$ cat config.mk
export PLATFORM = sky130hd
export DESIGN_NAME = dt_issue_stage
export DESIGN_NICKNAME = d
export VERILOG_FILES = /design/src/source/dt_pkg.sv /design/src/source/dt_issue_stage.sv
export SDC_FILE = /design/constraint.sdc
export NUM_CORES = 1
export LEC_CHECK = 0
export ABC_AREA = 1
export BUFFER_PORTS_ARGS = -buffer_cell sky130_fd_sc_hd__buf_4
export CAP_MARGIN = 20
export CORE_UTILIZATION = 39
export CTS_CLUSTER_SIZE = 14
export DETAILED_ROUTE_END_ITERATION = 6
export PLACE_DENSITY = 0.76
export SYNTH_ARGS = -nofsm -noshare
export SYNTH_HDL_FRONTEND = slang
export SYNTH_SLANG_ARGS = --single-unit
$ cat constraint.sdc
create_clock -name clk -period 0.9 [get_ports clk]
set_input_delay 0.045 -clock clk [delete_from_list [all_inputs] [get_ports clk]]
set_output_delay 0.045 -clock clk [all_outputs]
set_load 0.005 [all_outputs]
$ cat src/source/dt_pkg.sv
`default_nettype none

package dt_pkg;

	////////////////////////////////////////
	// Datapath widths
	////////////////////////////////////////
	localparam int DATA_W    = 32;                  // Feature, threshold and leaf value
	localparam int NODE_W    = 8;                   // Node index, 256 tree memory entries
	localparam int LEVEL_W   = 4;                   // Tree level, depth 7 at most

	// Tuple storage
	localparam int NUM_SLOTS = 16;                  // Tuples held at once
	localparam int SLOT_W    = 4;
	localparam int FEAT_W    = 4;                   // Up to 16 features per tuple

	////////////////////////////////////////
	// Feature-index word layout
	////////////////////////////////////////
	localparam int FINDEX_W           = 16;
	localparam int FINDEX_MISSING_BIT = 15;         // Missing goes right
	// Feature index lives in [FEAT_W-1:0]

	// Read then output register
	localparam int MEM_LAT   = 2;

	// Kind of an input word
	typedef enum logic [2:0] {
		kind_tuple   = 3'd0,                    // Feature of a tuple
		kind_weight  = 3'd1,                    // Next threshold or leaf value
		kind_findex  = 3'd2,                    // Next feature-index word
		kind_depth   = 3'd3,                    // Depth in [3:0], restarts program counters
		kind_missing = 3'd4                     // Missing-value marker
	} word_kind_e;

endpackage

`default_nettype wire
$ cat src/source/dt_issue_stage.sv
`default_nettype none

module dt_issue_stage (
	input  wire                         clk,
	input  wire                         rst_n,
	input  wire                         tuple_avail,
	input  wire  [dt_pkg::SLOT_W-1:0]   tuple_slot,
	input  wire                         rec_valid,
	input  wire  [dt_pkg::SLOT_W-1:0]   rec_slot,
	input  wire  [dt_pkg::NODE_W-1:0]   rec_index,
	input  wire  [dt_pkg::LEVEL_W-1:0]  rec_level,
	output logic                        tuple_pop,
	output logic                        issue_valid,
	output logic [dt_pkg::SLOT_W-1:0]   issue_slot,
	output logic [dt_pkg::NODE_W-1:0]   issue_index,
	output logic [dt_pkg::LEVEL_W-1:0]  issue_level
);

	// New tuple only takes an empty loop slot
	assign tuple_pop = tuple_avail & ~rec_valid;

	always_ff @(posedge clk) begin
		if (!rst_n) begin
			issue_valid <= 1'b0;
		end else begin
			issue_valid <= rec_valid | tuple_avail;
		end
	end

	////////////////////////////////////////
	// Issued traversal step
	////////////////////////////////////////
	always_ff @(posedge clk) begin
		if (rec_valid) begin
			issue_slot  <= rec_slot;                  // Node coming back round the loop
			issue_index <= rec_index;
			issue_level <= rec_level;
		end else begin
			issue_slot  <= tuple_slot;                // Fresh tuple enters at the root
			issue_index <= '0;
			issue_level <= '0;
		end
	end

endmodule

`default_nettype wire

==> metrics.md <==
| Metric | Value |
|---|---|
| Slew headroom | `0.866` |
| Fraction of synthesized cell area in xor and xnor cells | `0` |
| VDD IR-drop max | `0.000913 V` |
| Placed Area | `832 um^2` |
| Synth Register Bits | `17` |
| RSZ-0062 raised after global routing | `no` |
| Post-cts repair resize count | `0` |
| Post-DP HPWL | `917 um` |
| Switching pwr | `335 uW` |
| Area leader, netlist | `dfxtp_1` |
| Critical path class | `reg -> out` |
| Combinational group share of total power | `0.199` |
| LEAKAGE | `0.000631 uW` |
| Drt pass-1 iters | `4` |
| WP buf/inv | `1` |
| Post-route DRC | `0` |
| Synthesized net count | `85` |
| DR vias | `roughly 590` |
| Delay-heaviest family, CP | `flip-flops` |
| Total GRT Usage | `0.234` |
| Post-synthesis instance area | `537 um^2` |
| Final worst slack | `123 ps` |
| Sink Count | `17` |
| Slowest stage delay, CP | `320 ps` |
| First-pass GRT wire length | `2240 um` |
| Root Buffer | `clkbuf_4` |
| # IOs | `42` |
| Initial DRC Count | `4` |
| # setup viols final | `0` |
| Number of synthesized flops with an enable pin | `0` |
| Worst-path cell chain | `buf_4` |
| Pwr Total | `1500 uW` |
| WL final | `1530 um` |
| Switch share | `0.224` |
| Final net count | `151` |
| Most common cell in the netlist | `nand2_1` |
| Synth top area cells | `dfxtp_1 (63%), nand2_1 (17%), inv_1 (10%)` |
| Wirelength per Cell | `roughly 11 um` |
| Synth-to-Final Area Change | `101%` |
| Netlist cell types | `7` |
| Hold WC Path Type | `in -> reg` |
| TritonCTS clock tree | `done` |
| Mux share of post-synthesis cell area | `0` |
| Inserted Diodes | `0` |
| Pre-CTS WS | `281 ps` |
| Share of layout cells above drive strength 1 | `0.365` |
| Grt ovf | `0` |
| Vias/cell | `4.16` |
| Crit share post-route | `0.864` |
| Period minus WS final | `777 ps` |
| Highest Clock Rate | `1290 MHz` |
| Outcome | `completed` |
| Synth Area in Adders | `0` |
| GR Util met3 | `0.104` |
| DRT antenna net count | `0` |
| Die H | `39.1 um` |
| Final instance area | `1080 um^2` |
| Most used DFF post-synth | `dfxtp_1` |
| Synth async-reset ratio | `0` |
| H-tree Lvls | `1` |
| Worst EP required | `850 ps` |
| Die area | `1530 um^2` |
| Row cnt | `13` |
| Synth Instances | `61` |
| Final RePlAce weighted congestion | `0.616` |
| Total Neg Setup Slack | `0 ps` |
| Worst endpoint data arrival time | `around 730 ps` |
| Initial Utilization | `0.418` |
| Vias in the first global route | `approximately 550` |
| Yosys top cell area share | `0.634` |
| Simple-gate share of the synthesized area | `0.203` |
| TritonCTS Buffers | `3` |
| Slew Viols, Final | `0` |
| Flop pwr share | `0.541` |
| Largest net degree at the start of global routing | `20` |
| Setup crit end kind | `output port` |
| Post-synth top cells | `nand2_1 (24), dfxtp_1 (17), inv_1 (15)` |
| Buffers on Ports | `41` |
| Clock transition at path regs | `90 ps` |
| CP max FO | `1` |
| Mean Syn Cell Area | `8.80 um^2` |
| Initial antenna violation count | `0` |
| Syn. warnings | `0` |
| Clock group share of total power | `0.260` |
| CP max-delay cell | `dfxtp_1` |
| Part of the Yosys area used for sequential elements | `0.634` |
| Post-CTS Setup Bufs | `0` |
| P_int | `1160 uW` |
| GR Layer Usage met2 | `0.467` |
| Final Hold Vio Count | `0` |
| Max-cap violation count | `0` |
| Dominant combinational cell family by area after synthesis | `simple AND/OR/NAND/NOR gates` |
| DIE WIDTH | `39.1 um` |
| Least-Margin Pin Slew | `201 ps` |
| CTS Buffer Depth | `2` |
| CP Launch Type | `flop` |
| Synth Area in Compound Gates | `0` |
| Core area | `1280 um^2` |
| Pwr dens | `1390 nW/um^2` |
| GRT met1 Usage | `0.196` |
| GR peak layer | `met2` |
## cell families after synthesis
kind of cell	Yosys count
buf+inv	17
simple gates	27
flops	17
## state kept, by name, indices dropped and copies added, names as in the netlist
signal	cells
issue_index	8
issue_level	4
issue_slot	4
issue_valid	1
## worst paths after layout
check / depth (start not counted) / endpoint / startpoint
setup / recovery: 1 / issue_index[3] / issue_index[3]$_SDFF_PN0_
hold / removal: 3 / issue_level[1]$_SDFF_PN0_ / rec_valid
## stage by stage
stage	hold WS, ps	std cells	util
after floorplan	143	61	-
after global placement	229	115	0.648
after detailed placement	231	115	0.648
after CTS	75.9	141	0.840
after global routing	73.4	141	0.840
final	82.3	141	0.840
## cell usage in the layout, fill, tap and decap left out
cell / synthesis / final
nor2_1: 2 / 2
clkbuf_4: 0 / 3
buf_4: 0 / 41
inv_1: 15 / 15
dfxtp_1: 17 / 17
nand2_1: 24 / 24
clkinv_2: 0 / 1
nor2_4: 1 / 1
dlygate4sd3_1: 0 / 22
## power by group through the flow
stage	sequential (uW)	combinational (uW)	clock (uW)
global placement	826	207	0
global route	814	325	447
CTS	810	292	398
floorplan	833	63.5	0
finish	810	297	389
detailed placement	827	215	0
## routing by layer
layer	wire length, um	share of wire
met1	509	0.33
met2	860	0.56
met3	143	0.094
met4	14	0.0092
met5	0	0
## area by class of cell
class	instances	area, um^2
sequential	17	340
clock inverter	1	5.00
multi-input combinational	27	109
clock buffer	3	22.5
tap	15	18.8
inverter	15	56.3
timing repair buffer	63	528
fill	75	205
## what timing repair did
item                                    CTS  global route
endpoints found under the hold margin    17             0
hold buffers                             22             0
endpoints found under the setup margin    0             0
(Power assumes the default switching activity.)
