[src/source/dt_pkg.sv]
`default_nettype none

package dt_pkg;

	////////////////////////////////////////
	// Datapath widths
	////////////////////////////////////////
	localparam int DATA_W    = 32;                  // Feature, threshold and leaf value
	localparam int NODE_W    = 8;                   // Node index, 256 tree memory entries
	localparam int LEVEL_W   = 4;                   // Tree level, depth 7 at most

	// Tuple storage
	localparam int NUM_SLOTS = 16;                  // Tuples held at once
	localparam int SLOT_W    = 4;
	localparam int FEAT_W    = 4;                   // Up to 16 features per tuple

	////////////////////////////////////////
	// Feature-index word layout
	////////////////////////////////////////
	localparam int FINDEX_W           = 16;
	localparam int FINDEX_MISSING_BIT = 15;         // Missing goes right
	// Feature index lives in [FEAT_W-1:0]

	// Read then output register
	localparam int MEM_LAT   = 2;

	// Kind of an input word
	typedef enum logic [2:0] {
		kind_tuple   = 3'd0,                    // Feature of a tuple
		kind_weight  = 3'd1,                    // Next threshold or leaf value
		kind_findex  = 3'd2,                    // Next feature-index word
		kind_depth   = 3'd3,                    // Depth in [3:0], restarts program counters
		kind_missing = 3'd4                     // Missing-value marker
	} word_kind_e;

endpackage

`default_nettype wire
[src/source/dt_compare_stage.sv]
`default_nettype none

module dt_compare_stage (
	input  wire                                       clk,
	input  wire                                       rst_n,
	input  wire  [dt_pkg::DATA_W-1:0]                 in_data,
	input  wire                                       in_valid,
	input  wire  dt_pkg::word_kind_e                  in_kind,
	input  wire                                       node_valid,
	input  wire  [dt_pkg::SLOT_W-1:0]                 node_slot,
	input  wire  [dt_pkg::NODE_W-1:0]                 node_index,
	input  wire  [dt_pkg::LEVEL_W-1:0]                node_level,
	input  wire  [dt_pkg::DATA_W-1:0]                 node_weight,
	input  wire  [dt_pkg::FINDEX_W-1:0]               node_findex,
	input  wire  [dt_pkg::DATA_W-1:0]                 feat_rd_data,
	output logic                                      feat_rd_en,
	output logic [dt_pkg::SLOT_W+dt_pkg::FEAT_W-1:0]  feat_rd_addr,
	output logic                                      rec_valid,
	output logic [dt_pkg::SLOT_W-1:0]                 rec_slot,
	output logic [dt_pkg::NODE_W-1:0]                 rec_index,
	output logic [dt_pkg::LEVEL_W-1:0]                rec_level,
	output logic                                      leaf_req,
	output logic [dt_pkg::NODE_W-1:0]                 leaf_index,
	output logic                                      tuple_done
);

	// Configuration
	logic [dt_pkg::LEVEL_W-1:0] depth;
	logic [dt_pkg::DATA_W-1:0]  missing_val;      // Feature value meaning "absent"
	logic [dt_pkg::LEVEL_W-1:0] last_level;

	// Node fields held while the feature is fetched
	logic [dt_pkg::MEM_LAT-1:0] c_vld;
	logic [dt_pkg::SLOT_W-1:0]  c_slot   [dt_pkg::MEM_LAT];
	logic [dt_pkg::NODE_W-1:0]  c_index  [dt_pkg::MEM_LAT];
	logic [dt_pkg::LEVEL_W-1:0] c_level  [dt_pkg::MEM_LAT];
	logic [dt_pkg::DATA_W-1:0]  c_weight [dt_pkg::MEM_LAT];
	logic [dt_pkg::MEM_LAT-1:0] c_miss_right;

	// Decision at the end of the fetch
	logic                       cmp_valid;
	logic                       is_missing;
	logic                       go_right;
	logic                       at_last;
	logic [dt_pkg::NODE_W-1:0]  child_index;
	logic [dt_pkg::NODE_W-1:0]  next_index;       // Shared by loop and leaf read

	////////////////////////////////////////
	// Configuration registers
	////////////////////////////////////////
	always_ff @(posedge clk) begin
		if (!rst_n) begin
			depth       <= '0;
			missing_val <= '0;
		end else if (in_valid) begin
			if (in_kind == dt_pkg::kind_depth)   depth       <= in_data[dt_pkg::LEVEL_W-1:0];
			if (in_kind == dt_pkg::kind_missing) missing_val <= in_data;
		end
	end

	assign last_level = depth - 1'b1;             // Level of the deepest internal nodes

	////////////////////////////////////////
	// Feature fetch
	////////////////////////////////////////
	assign feat_rd_en   = node_valid;
	assign feat_rd_addr = {node_slot, node_findex[dt_pkg::FEAT_W-1:0]};

	always_ff @(posedge clk) begin
		if (!rst_n) begin
			c_vld <= '0;
		end else begin
			c_vld <= {c_vld[dt_pkg::MEM_LAT-2:0], node_valid};
		end
	end

	always_ff @(posedge clk) begin
		c_slot[0]       <= node_slot;
		c_index[0]      <= node_index;
		c_level[0]      <= node_level;
		c_weight[0]     <= node_weight;
		c_miss_right[0] <= node_findex[dt_pkg::FINDEX_MISSING_BIT];
		for (int i = 1; i < dt_pkg::MEM_LAT; i++) begin
			c_slot[i]       <= c_slot[i-1];
			c_index[i]      <= c_index[i-1];
			c_level[i]      <= c_level[i-1];
			c_weight[i]     <= c_weight[i-1];
			c_miss_right[i] <= c_miss_right[i-1];
		end
	end

	////////////////////////////////////////
	// Compare and next index
	////////////////////////////////////////
	assign cmp_valid  = c_vld[dt_pkg::MEM_LAT-1];
	assign is_missing = feat_rd_data == missing_val;

	// Right when feature >= threshold, signed; missing follows the node flag
	assign go_right = is_missing ? c_miss_right[dt_pkg::MEM_LAT-1]
		: ($signed(feat_rd_data) >= $signed(c_weight[dt_pkg::MEM_LAT-1]));

	// 2i+1 left, 2i+2 right
	assign child_index = {c_index[dt_pkg::MEM_LAT-1][dt_pkg::NODE_W-2:0], 1'b1}
		+ {{(dt_pkg::NODE_W-1){1'b0}}, go_right};
	assign at_last = c_level[dt_pkg::MEM_LAT-1] == last_level;

	always_ff @(posedge clk) begin
		if (!rst_n) begin
			rec_valid <= 1'b0;
			leaf_req  <= 1'b0;
		end else begin
			rec_valid <= cmp_valid & ~at_last;        // Another level to go
			leaf_req  <= cmp_valid & at_last;         // Child is a leaf
		end
	end

	always_ff @(posedge clk) begin
		rec_slot   <= c_slot[dt_pkg::MEM_LAT-1];
		next_index <= child_index;
		rec_level  <= c_level[dt_pkg::MEM_LAT-1] + 1'b1;
	end

	assign rec_index  = next_index;
	assign leaf_index = next_index;
	assign tuple_done = leaf_req;                 // Oldest slot no longer needed

endmodule

`default_nettype wire

[config.mk]
export PLATFORM = sky130hd
export DESIGN_NAME = dt_compare_stage
export DESIGN_NICKNAME = d
export VERILOG_FILES = /design/src/source/dt_pkg.sv /design/src/source/dt_compare_stage.sv
export SDC_FILE = /design/constraint.sdc
export NUM_CORES = 1
export LEC_CHECK = 0
export BUFFER_PORTS_ARGS = -buffer_cell sky130_fd_sc_hd__buf_2
export CORE_ASPECT_RATIO = 0.8
export CORE_MARGIN = 2
export CORE_UTILIZATION = 51
export CTS_BUF_LIST = sky130_fd_sc_hd__clkbuf_2 sky130_fd_sc_hd__clkbuf_4 sky130_fd_sc_hd__clkbuf_8
export DETAILED_ROUTE_END_ITERATION = 12
export HOLD_SLACK_MARGIN = 0.15
export PLACE_DENSITY_LB_ADDON = 0.15
export SYNTH_ARGS = -nofsm -noshare
export SYNTH_HDL_FRONTEND = slang
export SYNTH_SLANG_ARGS = --single-unit
[constraint.sdc]
create_clock -name clk -period 8.9 [get_ports clk]
set_clock_uncertainty 0.1 [all_clocks]
set_input_delay 0.89 -clock clk [delete_from_list [all_inputs] [get_ports clk]]
set_output_delay 0.89 -clock clk [all_outputs]
set_load 0.1 [all_outputs]
==> impl_metrics.json, run 1 <==
{
  "run_status": "finished clean",
  "cts_resized": 0,
  "viasPerCell": 4.58,
  "syn_area_per_cell_um2": 10.8,
  "place_ws_ps": 5090,
  "power.density_nw_per_um2": 224,
  "netlist_instances": 484,
  "first_pass_iters": 4,
  "synth_top_family_by_area": "simple AND/OR/NAND/NOR gates",
  "antenna_left": 0,
  "synth.area.top_cells": "dfxtp_1 (58%), ha_1 (8.3%), xnor2_1 (6.0%)",
  "track_usage_pct": 19.5,
  "start_util_pct": 51.9,
  "drv_slew": 0,
  "synth_commonest_cells": "dfxtp_1 (152), nand2_1 (73), inv_1 (36), xnor2_1 (36), ha_1 (35)",
  "core_um2": 10100,
  "fmax_mhz": 296,
  "die_x_um": 117,
  "ys_seq_area_share_pct": 57.9,
  "rows": 33,
  "clk_latency_ps": 430,
  "synth_most_common_cell": "dfxtp_1",
  "fin_crit_sh_pct": 37.9,
  "synth_top_area_share_pct": 57.9,
  "finalSetupTns_ps": 0,
  "h-tree-depth": 4,
  "cts.sinks": 152,
  "grt_max_degree": 40,
  "rsz0062_at_grt": "no",
  "num_vias": 3565,
  "crit_required_ps": 9150,
  "grt_overflow": 0,
  "n_antenna_cell": 0,
  "die_area_um2": 11100,
  "worst_slack_ps": 5520,
  "power_leakage_nw": 2.94,
  "ys.flop_type": "dfxtp_1",
  "synthAdderAreaFrac_pct": 8.34,
  "synthMuxAreaShare_pct": 0.762,
  "synth_nets": 654,
  "critPathKind": "in -> reg",
  "postCtsSetupBuffers": 0,
  "tightest_slew_ps": 608,
  "die_h_um": 94.8,
  "slew_headroom_pct": 59.5,
  "maxCapViolations": 0,
  "fin_nets": 796,
  "drt_first_iter_violations": 170,
  "areaGrowthSynthToFinish_pct": 21.9,
  "synth-xor-area-share_pct": 7.67,
  "hold_slack_ps": 220,
  "grt_pass1_wl_mm": 16.5,
  "synth-edff-count": 0,
  "grt_pass1_vias": 3425,
  "path_clk_slew_ps": 80,
  "numPlacedInstances": 747,
  "io_pins": 171,
  "cp.arrival_ps": 3630,
  "hold_viol_final": 0,
  "cts_root_buf": "clkbuf_8",
  "gp_congestion": 0.780,
  "synth.ff_latch_count": 152,
  "wl_per_cell_um": 13.3,
  "setup_viol": 0,
  "min_period_ps": 3380,
  "postSynth.asyncResetShare_pct": 0,
  "synth_compound_area_share_pct": 8.34,
  "ir_worst_vdd_uv": 133,
  "tritoncts": "yes",
  "routed_wl_mm": 10.3,
  "layout-drive-gt1-share_pct": 29.8,
  "antenna_found_initial": 0,
  "io_buffers": 150,
  "cts_max_path_buffers": 2,
  "critPathMaxFanout": 5,
  "yosysUniqueCellTypes": 35,
  "cts_made_buffers": 17,
  "netlist_area_um2": 5250,
  "dp_hpwl_mm": 7.93,
  "fin_cells": 778,
  "hold_class": "reg -> reg",
  "drcViolationCount": 0,
  "synth-simple-area-share_pct": 11.0,
  "yosysTopAreaCell": "dfxtp_1",
  "startpoint_type": "input pin",
  "yosysWarnings": 0,
  "worstSetupEndpointType": "flip-flop",
  "postCtsHoldBufs": 0
}
state kept, by name, summed over array words and instances, names as in the netlist:
signal / cells
rec_valid: 1
c_vld: 2
c_slot: 8
c_weight: 64
c_level: 8
c_index: 14
depth: 4
rec_slot: 4
rec_level: 4
c_miss_right: 2
leaf_index: 8
leaf_req: 1
missing_val: 32
layout by cell type (no fill, tap or decap), types with 7 or more instances in the layout:
cell	netlist	routed
dfxtp_1	152	152
a21oi_1	8	8
nand4_1	16	16
clkbuf_8	0	18
inv_1	36	36
a21boi_0	14	14
xnor2_1	36	36
nand3_1	8	8
ha_1	35	35
buf_2	0	150
xor2_1	10	10
nor2b_1	7	7
nand2_1	73	73
a21boi_1	19	19
final timing paths:
kind	startpoint	end	slack [ps]	depth (start not counted)
worst min-delay path	c_index[0][0]$_DFF_P_	c_index[0][8]$_DFF_P_	220	0
worst min register to register	c_index[0][0]$_DFF_P_	c_index[0][8]$_DFF_P_	220	0
worst max-delay path	feat_rd_data[17]	leaf_index[6]$_DFF_P_	5520	13
worst max register to register	c_weight[0][49]$_DFF_P_	leaf_index[6]$_DFF_P_	5780	13
through the flow:
step | instance area [um^2] | util (%) | power (mW)
detailed placement | 6020 | 59.5 | 0.950
global route | 6400 | 63.3 | 1.50
finish | 6400 | 63.3 | 1.44
CTS | 6400 | 63.3 | 1.45
floorplan | 5250 | - | 0.906
global placement | 6020 | 59.5 | 0.946
final cells by class:
| cell class | instances | area (um^2) |
|---|---|---|
| Timing Repair Buffer | 152 | 766 |
| Fill cell | 883 | 3710 |
| Tap cell | 140 | 175 |
| Sequential cell | 152 | 3040 |
| Multi-Input combinational cell | 267 | 1900 |
| Inverter | 36 | 135 |
| Clock inverter | 11 | 125 |
| Clock buffer | 20 | 263 |
logic make-up after synthesis:
kind of cell,Yosys count
buf+inv,65
xor+xnor,46
fa+ha+maj,35
flops,152
simple gates,124
compound gates,58
mux,4
critical path: stages:
cell      delay, ps
buf_2           120
ha_1            310
a21oi_2         140
o21ai_1          90
a221o_1         360
a2111o_1        460
o21a_1          220
o31ai_4         330
inv_1            80
ha_1            220
and3_1          180
nand3_1         100
xnor2_1         120
report_power, final:
part	internal, mW	switching [mW]
Combinational	0.0595	0.148
Clock	0.261	0.243
Sequential	0.714	0.0117
Total	1.03	0.402
layer usage:
metal	part of all wire [%]	track usage, %	vias to the layer above
met3	7.3	6.88	9
met1	49	26.0	1585
li1	-	-	1854
met4	0.72	5.62	0
met5	0	0	-
met2	43	30.1	117
(Power assumes the default switching activity.)
==> run 2, diff against run 1 <==
--- a/config.mk
+++ b/config.mk
@@ -8,7 +8,7 @@
 export BUFFER_PORTS_ARGS = -buffer_cell sky130_fd_sc_hd__buf_2
 export CORE_ASPECT_RATIO = 0.8
 export CORE_MARGIN = 2
-export CORE_UTILIZATION = 51
+export CORE_UTILIZATION = 47
 export CTS_BUF_LIST = sky130_fd_sc_hd__clkbuf_2 sky130_fd_sc_hd__clkbuf_4 sky130_fd_sc_hd__clkbuf_8
 export DETAILED_ROUTE_END_ITERATION = 12
 export HOLD_SLACK_MARGIN = 0.15
==> constraint.sdc (replaced) <==
create_clock -name clk -period 3.1 [get_ports clk]
set_clock_uncertainty 0.1 [all_clocks]
set_input_delay 0.31 -clock clk [delete_from_list [all_inputs] [get_ports clk]]
set_output_delay 0.31 -clock clk [all_outputs]
set_load 0.1 [all_outputs]
==> run 2 against run 1 <==
  * Critical path type is now reg -> reg
  * Critical path depth decreased by 1
  * Highest routed layer unchanged
  * Die area is 8.2% higher
  * Combinational power grew to 3.3 times the previous value
==> impl_metrics.json, run 2 (same netlist as run 1, synthesis figures left out) <==
{
  "critPathMaxStageDelay_ps": 400,
  "first_pass_iters": 4,
  "drcViolationCount": 0,
  "num_vias": 3990,
  "multi_input_area_um2": 1910,
  "seqPwrFrac_pct": 47.5,
  "swShare_pct": 27.1,
  "cp_num_cells": 12,
  "finalPower_mw": 4.39,
  "cp_top_family": "compound AO/OA/AOI/OAI gates",
  "critical_path.slowest_cell": "a221o_1",
  "gp_congestion": 0.805,
  "areaGrowthSynthToFinish_pct": 39.1,
  "numPlacedInstances": 756,
  "maxCapViolations": 0,
  "die_area_um2": 12000,
  "h-tree-depth": 4,
  "startpoint_type": "flip-flop",
  "final_cell_mix": "dfxtp_1 (152), buf_2 (150), dlygate4sd3_1 (81), nand2_1 (73)",
  "viasPerCell": 4.60,
  "start_util_pct": 48.2,
  "grt_overflow": 0,
  "reg2reg_slack_ps": 150,
  "hold_viol_final": 0,
  "worst_slack_ps": 150,
  "cp.arrival_ps": 3220,
  "power.density_nw_per_um2": 600,
  "slew_headroom_pct": 51.8,
  "critPathMaxFanout": 3,
  "tritoncts": "yes",
  "worstSetupEndpointType": "flip-flop",
  "min_period_ps": 2950,
  "power_leakage_nw": 3.34,
  "cts_max_path_buffers": 2,
  "worstHoldEndpoint": "c_weight[0][61]$_DFF_P_",
  "routed_wl_mm": 11.9,
  "p_switching_mw": 1.19,
  "fin_nets": 882,
  "antenna_found_initial": 0,
  "track_usage_pct": 21.4,
  "drt_first_iter_violations": 187,
  "fin_cells": 868,
  "place_ws_ps": -38.3,
  "p_int_mw": 3.20,
  "hold_class": "reg -> reg",
  "die_h_um": 98.5,
  "rr_startpoint": "c_weight[0][54]$_DFF_P_",
  "rr_endpoint": "leaf_index[6]$_DFF_P_",
  "largest_register_ffs": 64,
  "io_buffers": 150,
  "p_comb_share_pct": 15.8,
  "finalSetupTns_ps": 0,
  "dp_hpwl_mm": 8.21,
  "crit_required_ps": 3370,
  "antenna_left": 0,
  "grt_pass1_vias": 4173,
  "hold_slack_ps": 228,
  "cts.sinks": 152,
  "wl_per_cell_um": 13.7,
  "fillCellCount": 873,
  "ir_worst_vdd_uv": 394,
  "final_common_cell": "dfxtp_1",
  "layout-drive-gt1-share_pct": 27.1,
  "postCtsSetupBuffers": 0,
  "cts_root_buf": "clkbuf_8",
  "grt_pass1_wl_mm": 19.4,
  "core_um2": 10900,
  "clk_latency_ps": 440,
  "tightest_slew_ps": 723,
  "drv_slew": 0,
  "die_x_um": 122,
  "regArea_um2": 3040,
  "largest-register": "c_weight",
  "critPathKind": "reg -> reg",
  "path_clk_slew_ps": 80,
  "rows": 34,
  "fin_crit_sh_pct": 95.2,
  "setup_viol": 0,
  "n_antenna_cell": 0,
  "grt_max_degree": 40,
  "io_pins": 171,
  "run_status": "finished clean",
  "reg_top3": "c_weight x64, missing_val x32, c_index x14",
  "path_cells": "inv_1, ha_1, and4_1, a221o_1, a2111o_1, o21a_1, o31ai_4, inv_1, ha_1, and3_1, nand3_1, xnor2_1",
  "fmax_mhz": 339,
  "p_clk_share_pct": 36.8,
  "cts_made_buffers": 17,
  "cp_num_buf_inv": 2,
  "r2r_cells": 12,
  "hp-start": "c_weight[0][29]$_DFF_P_",
  "hold_depth": 0
}
run 2: repair_timing:
action | in CTS | in global routing
hold buffers | 81 | 0
endpoints found under the hold margin | 85 | 0
endpoints found under the setup margin | 0 | 2
gates resized for setup | 0 | 2
run 2: layout make-up:
type / count / area share, %
sequential: 152 / 41.7
clock inverter: 11 / 2.35
timing repair buffer: 238 / 22.1
multi-input combinational: 267 / 26.1
inverter: 36 / 1.85
clock buffer: 20 / 3.51
tap: 144 / 2.47
run 2: layer usage:
| layer | vias to the layer above | GRT usage [%] | wire (um) |
|---|---|---|---|
| met4 | 0 | 9.64 | 258 |
| met2 | 134 | 35.9 | 5710 |
| met5 | - | 0 | 0 |
| met3 | 23 | 5.61 | 676 |
| met1 | 1814 | 25.9 | 5280 |
| li1 | 2019 | - | - |
run 2: how the worst max path moves through the flow:
stage | from | endpoint | slack (ps)
2_1_floorplan | feat_rd_data[17] | leaf_index[6]$_DFF_P_ | 280
3_3_place_gp | feat_rd_data[19] | leaf_index[6]$_DFF_P_ | 50
3_5_place_dp | feat_rd_data[19] | leaf_index[6]$_DFF_P_ | -40
4_1_cts | c_weight[0][49]$_DFF_P_ | leaf_index[6]$_DFF_P_ | 70
5_1_grt | c_weight[0][63]$_DFF_P_ | leaf_index[6]$_DFF_P_ | -3
6_report | c_weight[0][54]$_DFF_P_ | leaf_index[6]$_DFF_P_ | 150
run 2: power groups by stage:
stage	combinational (mW)	sequential (mW)	clock [mW]
floorplan	0.327	2.27	0
global placement	0.595	2.13	0
detailed placement	0.605	2.13	0
CTS	0.685	2.08	1.66
global route	0.741	2.09	1.74
finish	0.691	2.08	1.61
run 2: stage by stage:
stage	cell area [um^2]	util, %
floorplan	5250	-
global placement	6060	55.6
detailed placement	6060	55.6
CTS	7300	67.0
global route	7310	67.1
finish	7310	67.1
run 2: worst reg2reg max path: cells and delay by family, from the launching register on:
kind / cells / cell delay, ps
fa+ha+maj: 2 / 520
xor+xnor: 1 / 120
simple gates: 3 / 490
flops: 1 / 310
compound gates: 4 / 1230
buf+inv: 2 / 110
==> run 3, diff against run 2 <==
--- a/config.mk
+++ b/config.mk
@@ -8,7 +8,7 @@
 export BUFFER_PORTS_ARGS = -buffer_cell sky130_fd_sc_hd__buf_2
 export CORE_ASPECT_RATIO = 0.8
 export CORE_MARGIN = 2
-export CORE_UTILIZATION = 47
+export CORE_UTILIZATION = 51
 export CTS_BUF_LIST = sky130_fd_sc_hd__clkbuf_2 sky130_fd_sc_hd__clkbuf_4 sky130_fd_sc_hd__clkbuf_8
 export DETAILED_ROUTE_END_ITERATION = 12
 export HOLD_SLACK_MARGIN = 0.15
==> constraint.sdc (replaced) <==
create_clock -name clk -period 3 [get_ports clk]
set_clock_uncertainty 0.1 [all_clocks]
set_input_delay 0.3 -clock clk [delete_from_list [all_inputs] [get_ports clk]]
set_output_delay 0.3 -clock clk [all_outputs]
set_load 0.1 [all_outputs]
==> run 3 against run 2 <==
  * Combinational power grew 3.8%
  * Sequential cell count is the same
  * Clock-buffer cell count is the same
  * Global-route usage grew 0.62 points
  * Critical path type unchanged
  * Largest power group unchanged
  * Highest routed layer unchanged
==> impl_metrics.json, run 3 (same netlist as run 1, synthesis figures left out) <==
{
  "io_pins": 171,
  "h-tree-depth": 4,
  "worstSetupEndpointType": "flip-flop",
  "rows": 33,
  "p_clk_share_pct": 35.7,
  "io_buffers": 150,
  "drv_slew": 0,
  "first_pass_iters": 5,
  "p_switching_mw": 1.22,
  "min_period_ps": 2850,
  "clk_latency_ps": 430,
  "n_antenna_cell": 0,
  "post-route-util_pct": 72.2,
  "setup_viol": 0,
  "hold_viol_final": 0,
  "maxCapViolations": 0,
  "drcViolationCount": 0,
  "ir_worst_vdd_uv": 435,
  "final_common_cell": "dfxtp_1",
  "run_status": "finished clean",
  "track_usage_pct": 22.1,
  "cts_max_path_buffers": 2,
  "drt_first_iter_violations": 116,
  "regArea_um2": 3040,
  "crit_required_ps": 3260,
  "critPathKind": "reg -> reg",
  "reg_top3": "c_weight x64, missing_val x32, c_index x14",
  "cp.arrival_ps": 3110,
  "wl_per_cell_um": 13.7,
  "fin_cells": 864,
  "finalSetupTns_ps": 0,
  "cp_num_buf_inv": 2,
  "cts_made_buffers": 17,
  "path_clk_slew_ps": 70,
  "die_h_um": 94.8,
  "fmax_mhz": 351,
  "areaGrowthSynthToFinish_pct": 39.0,
  "cp_top_family": "compound AO/OA/AOI/OAI gates",
  "grt_max_degree": 40,
  "tightest_slew_ps": 594,
  "seqPwrFrac_pct": 48.3,
  "die_area_um2": 11100,
  "critical_path.slowest_cell": "a2111o_1",
  "fin_crit_sh_pct": 95.1,
  "viasPerCell": 4.56,
  "dp_hpwl_mm": 8.14,
  "gr-usage-met3_pct": 7.00,
  "startpoint_type": "flip-flop",
  "use_met2_pct": 37.8,
  "tritoncts": "yes",
  "gp_congestion": 0.792,
  "cts_root_buf": "clkbuf_8",
  "grt_pass1_vias": 4007,
  "slew_headroom_pct": 60.4,
  "routed_wl_mm": 11.9,
  "power.density_nw_per_um2": 611,
  "start_util_pct": 51.9,
  "path_cells": "inv_1, ha_1, and4_1, a221o_1, a2111o_1, o21a_1, o31ai_4, inv_1, ha_1, and3_4, nand3_1, xnor2_1",
  "layout-drive-gt1-share_pct": 27.3,
  "multi_input_area_um2": 1920,
  "critPathMaxStageDelay_ps": 410,
  "p_comb_share_pct": 16.1,
  "fin_nets": 882,
  "die_x_um": 117,
  "p_int_mw": 3.24,
  "numPlacedInstances": 751,
  "fillCellCount": 755,
  "largest_register_ffs": 64,
  "grt_pass1_wl_mm": 18.8,
  "antenna_found_initial": 0,
  "largest-register": "c_weight",
  "hold_class": "reg -> reg",
  "final_cell_mix": "dfxtp_1 (152), buf_2 (150), dlygate4sd3_1 (81), nand2_1 (73)",
  "antenna_left": 0,
  "gr-max-usage-layer": "met2",
  "cts.sinks": 152,
  "swShare_pct": 27.3,
  "num_vias": 3941,
  "grt_overflow": 0,
  "gr-usage-met1_pct": 26.3,
  "power_leakage_nw": 3.32,
  "core_um2": 10100,
  "critPathMaxFanout": 3,
  "rsz0062_at_grt": "no"
}
## run 3: cell types whose count changed in the layout (fill, tap and decap cells not counted), sizes merged
cell / before / now
bufinv: 4 / 3
clkinv: 3 / 2
inv: 38 / 37
clkinvlp: 2 / 5
## run 3: area by class of cell
| type | count | area share [%] |
|---|---|---|
| Tap cell | 140 | 2.40 |
| Sequential cell | 152 | 41.7 |
| Clock buffer | 20 | 3.68 |
| Clock inverter | 11 | 2.01 |
| Timing Repair Buffer | 238 | 22.1 |
| Multi-Input combinational cell | 267 | 26.3 |
| Inverter | 36 | 1.85 |
## run 3: worst paths after layout
kind | cells after the start | to | startpoint | slack [ps]
worst max register to register | 12 | leaf_index[6]$_DFF_P_ | c_weight[0][54]$_DFF_P_ | 150
worst min-delay path | 0 | c_weight[0][33]$_DFF_P_ | c_weight[0][1]$_DFF_P_ | 230
worst min register to register | 0 | c_weight[0][33]$_DFF_P_ | c_weight[0][1]$_DFF_P_ | 230
worst max-delay path | 12 | leaf_index[6]$_DFF_P_ | c_weight[0][54]$_DFF_P_ | 150
## run 3: per-stage QoR
| stage | power, mW | hold WS [ps] | worst slack, ps | cell area, um^2 |
|---|---|---|---|---|
| after CTS | 4.50 | 229 | 37.6 | 7270 |
| after detailed placement | 2.83 | 212 | -62.9 | 6050 |
| final | 4.46 | 229 | 148 | 7300 |
| after global placement | 2.81 | 210 | 1.99 | 6050 |
| after global routing | 4.64 | 236 | 22.1 | 7300 |
| after floorplan | 2.69 | 210 | 187 | 5250 |
## run 3: worst register-to-register path, stage by stage, from the launching register on
cell and delay (ps):
dfxtp_1 310, inv_1 40, ha_1 300, and4_1 210
a221o_1 360, a2111o_1 410, o21a_1 230, o31ai_4 190
inv_1 70, ha_1 210, and3_4 150, nand3_1 90
xnor2_1 110
## run 3: power by group through the flow
stage / sequential [mW] / combinational, mW / clock (mW)
after global routing: 2.17 / 0.763 / 1.71
after global placement: 2.20 / 0.616 / 0
after floorplan: 2.35 / 0.338 / 0
after CTS: 2.15 / 0.709 / 1.64
after detailed placement: 2.20 / 0.626 / 0
final: 2.15 / 0.717 / 1.59
## run 3: timing repair
action / 4_1_cts / 5_1_grt
setup buffers: 0 / 1
hold buffers: 81 / 0
setup endpoints to repair: 0 / 3
gates resized for setup: 0 / 3
hold endpoints to repair: 85 / 0
## run 3: per-layer routing
layer,share of wire (%),routed length (um),vias up
met5,0,0,-
met4,1.3,154,0
met3,5.7,678,16
met2,47,5570,110
met1,46,5460,1789
li1,-,-,2026
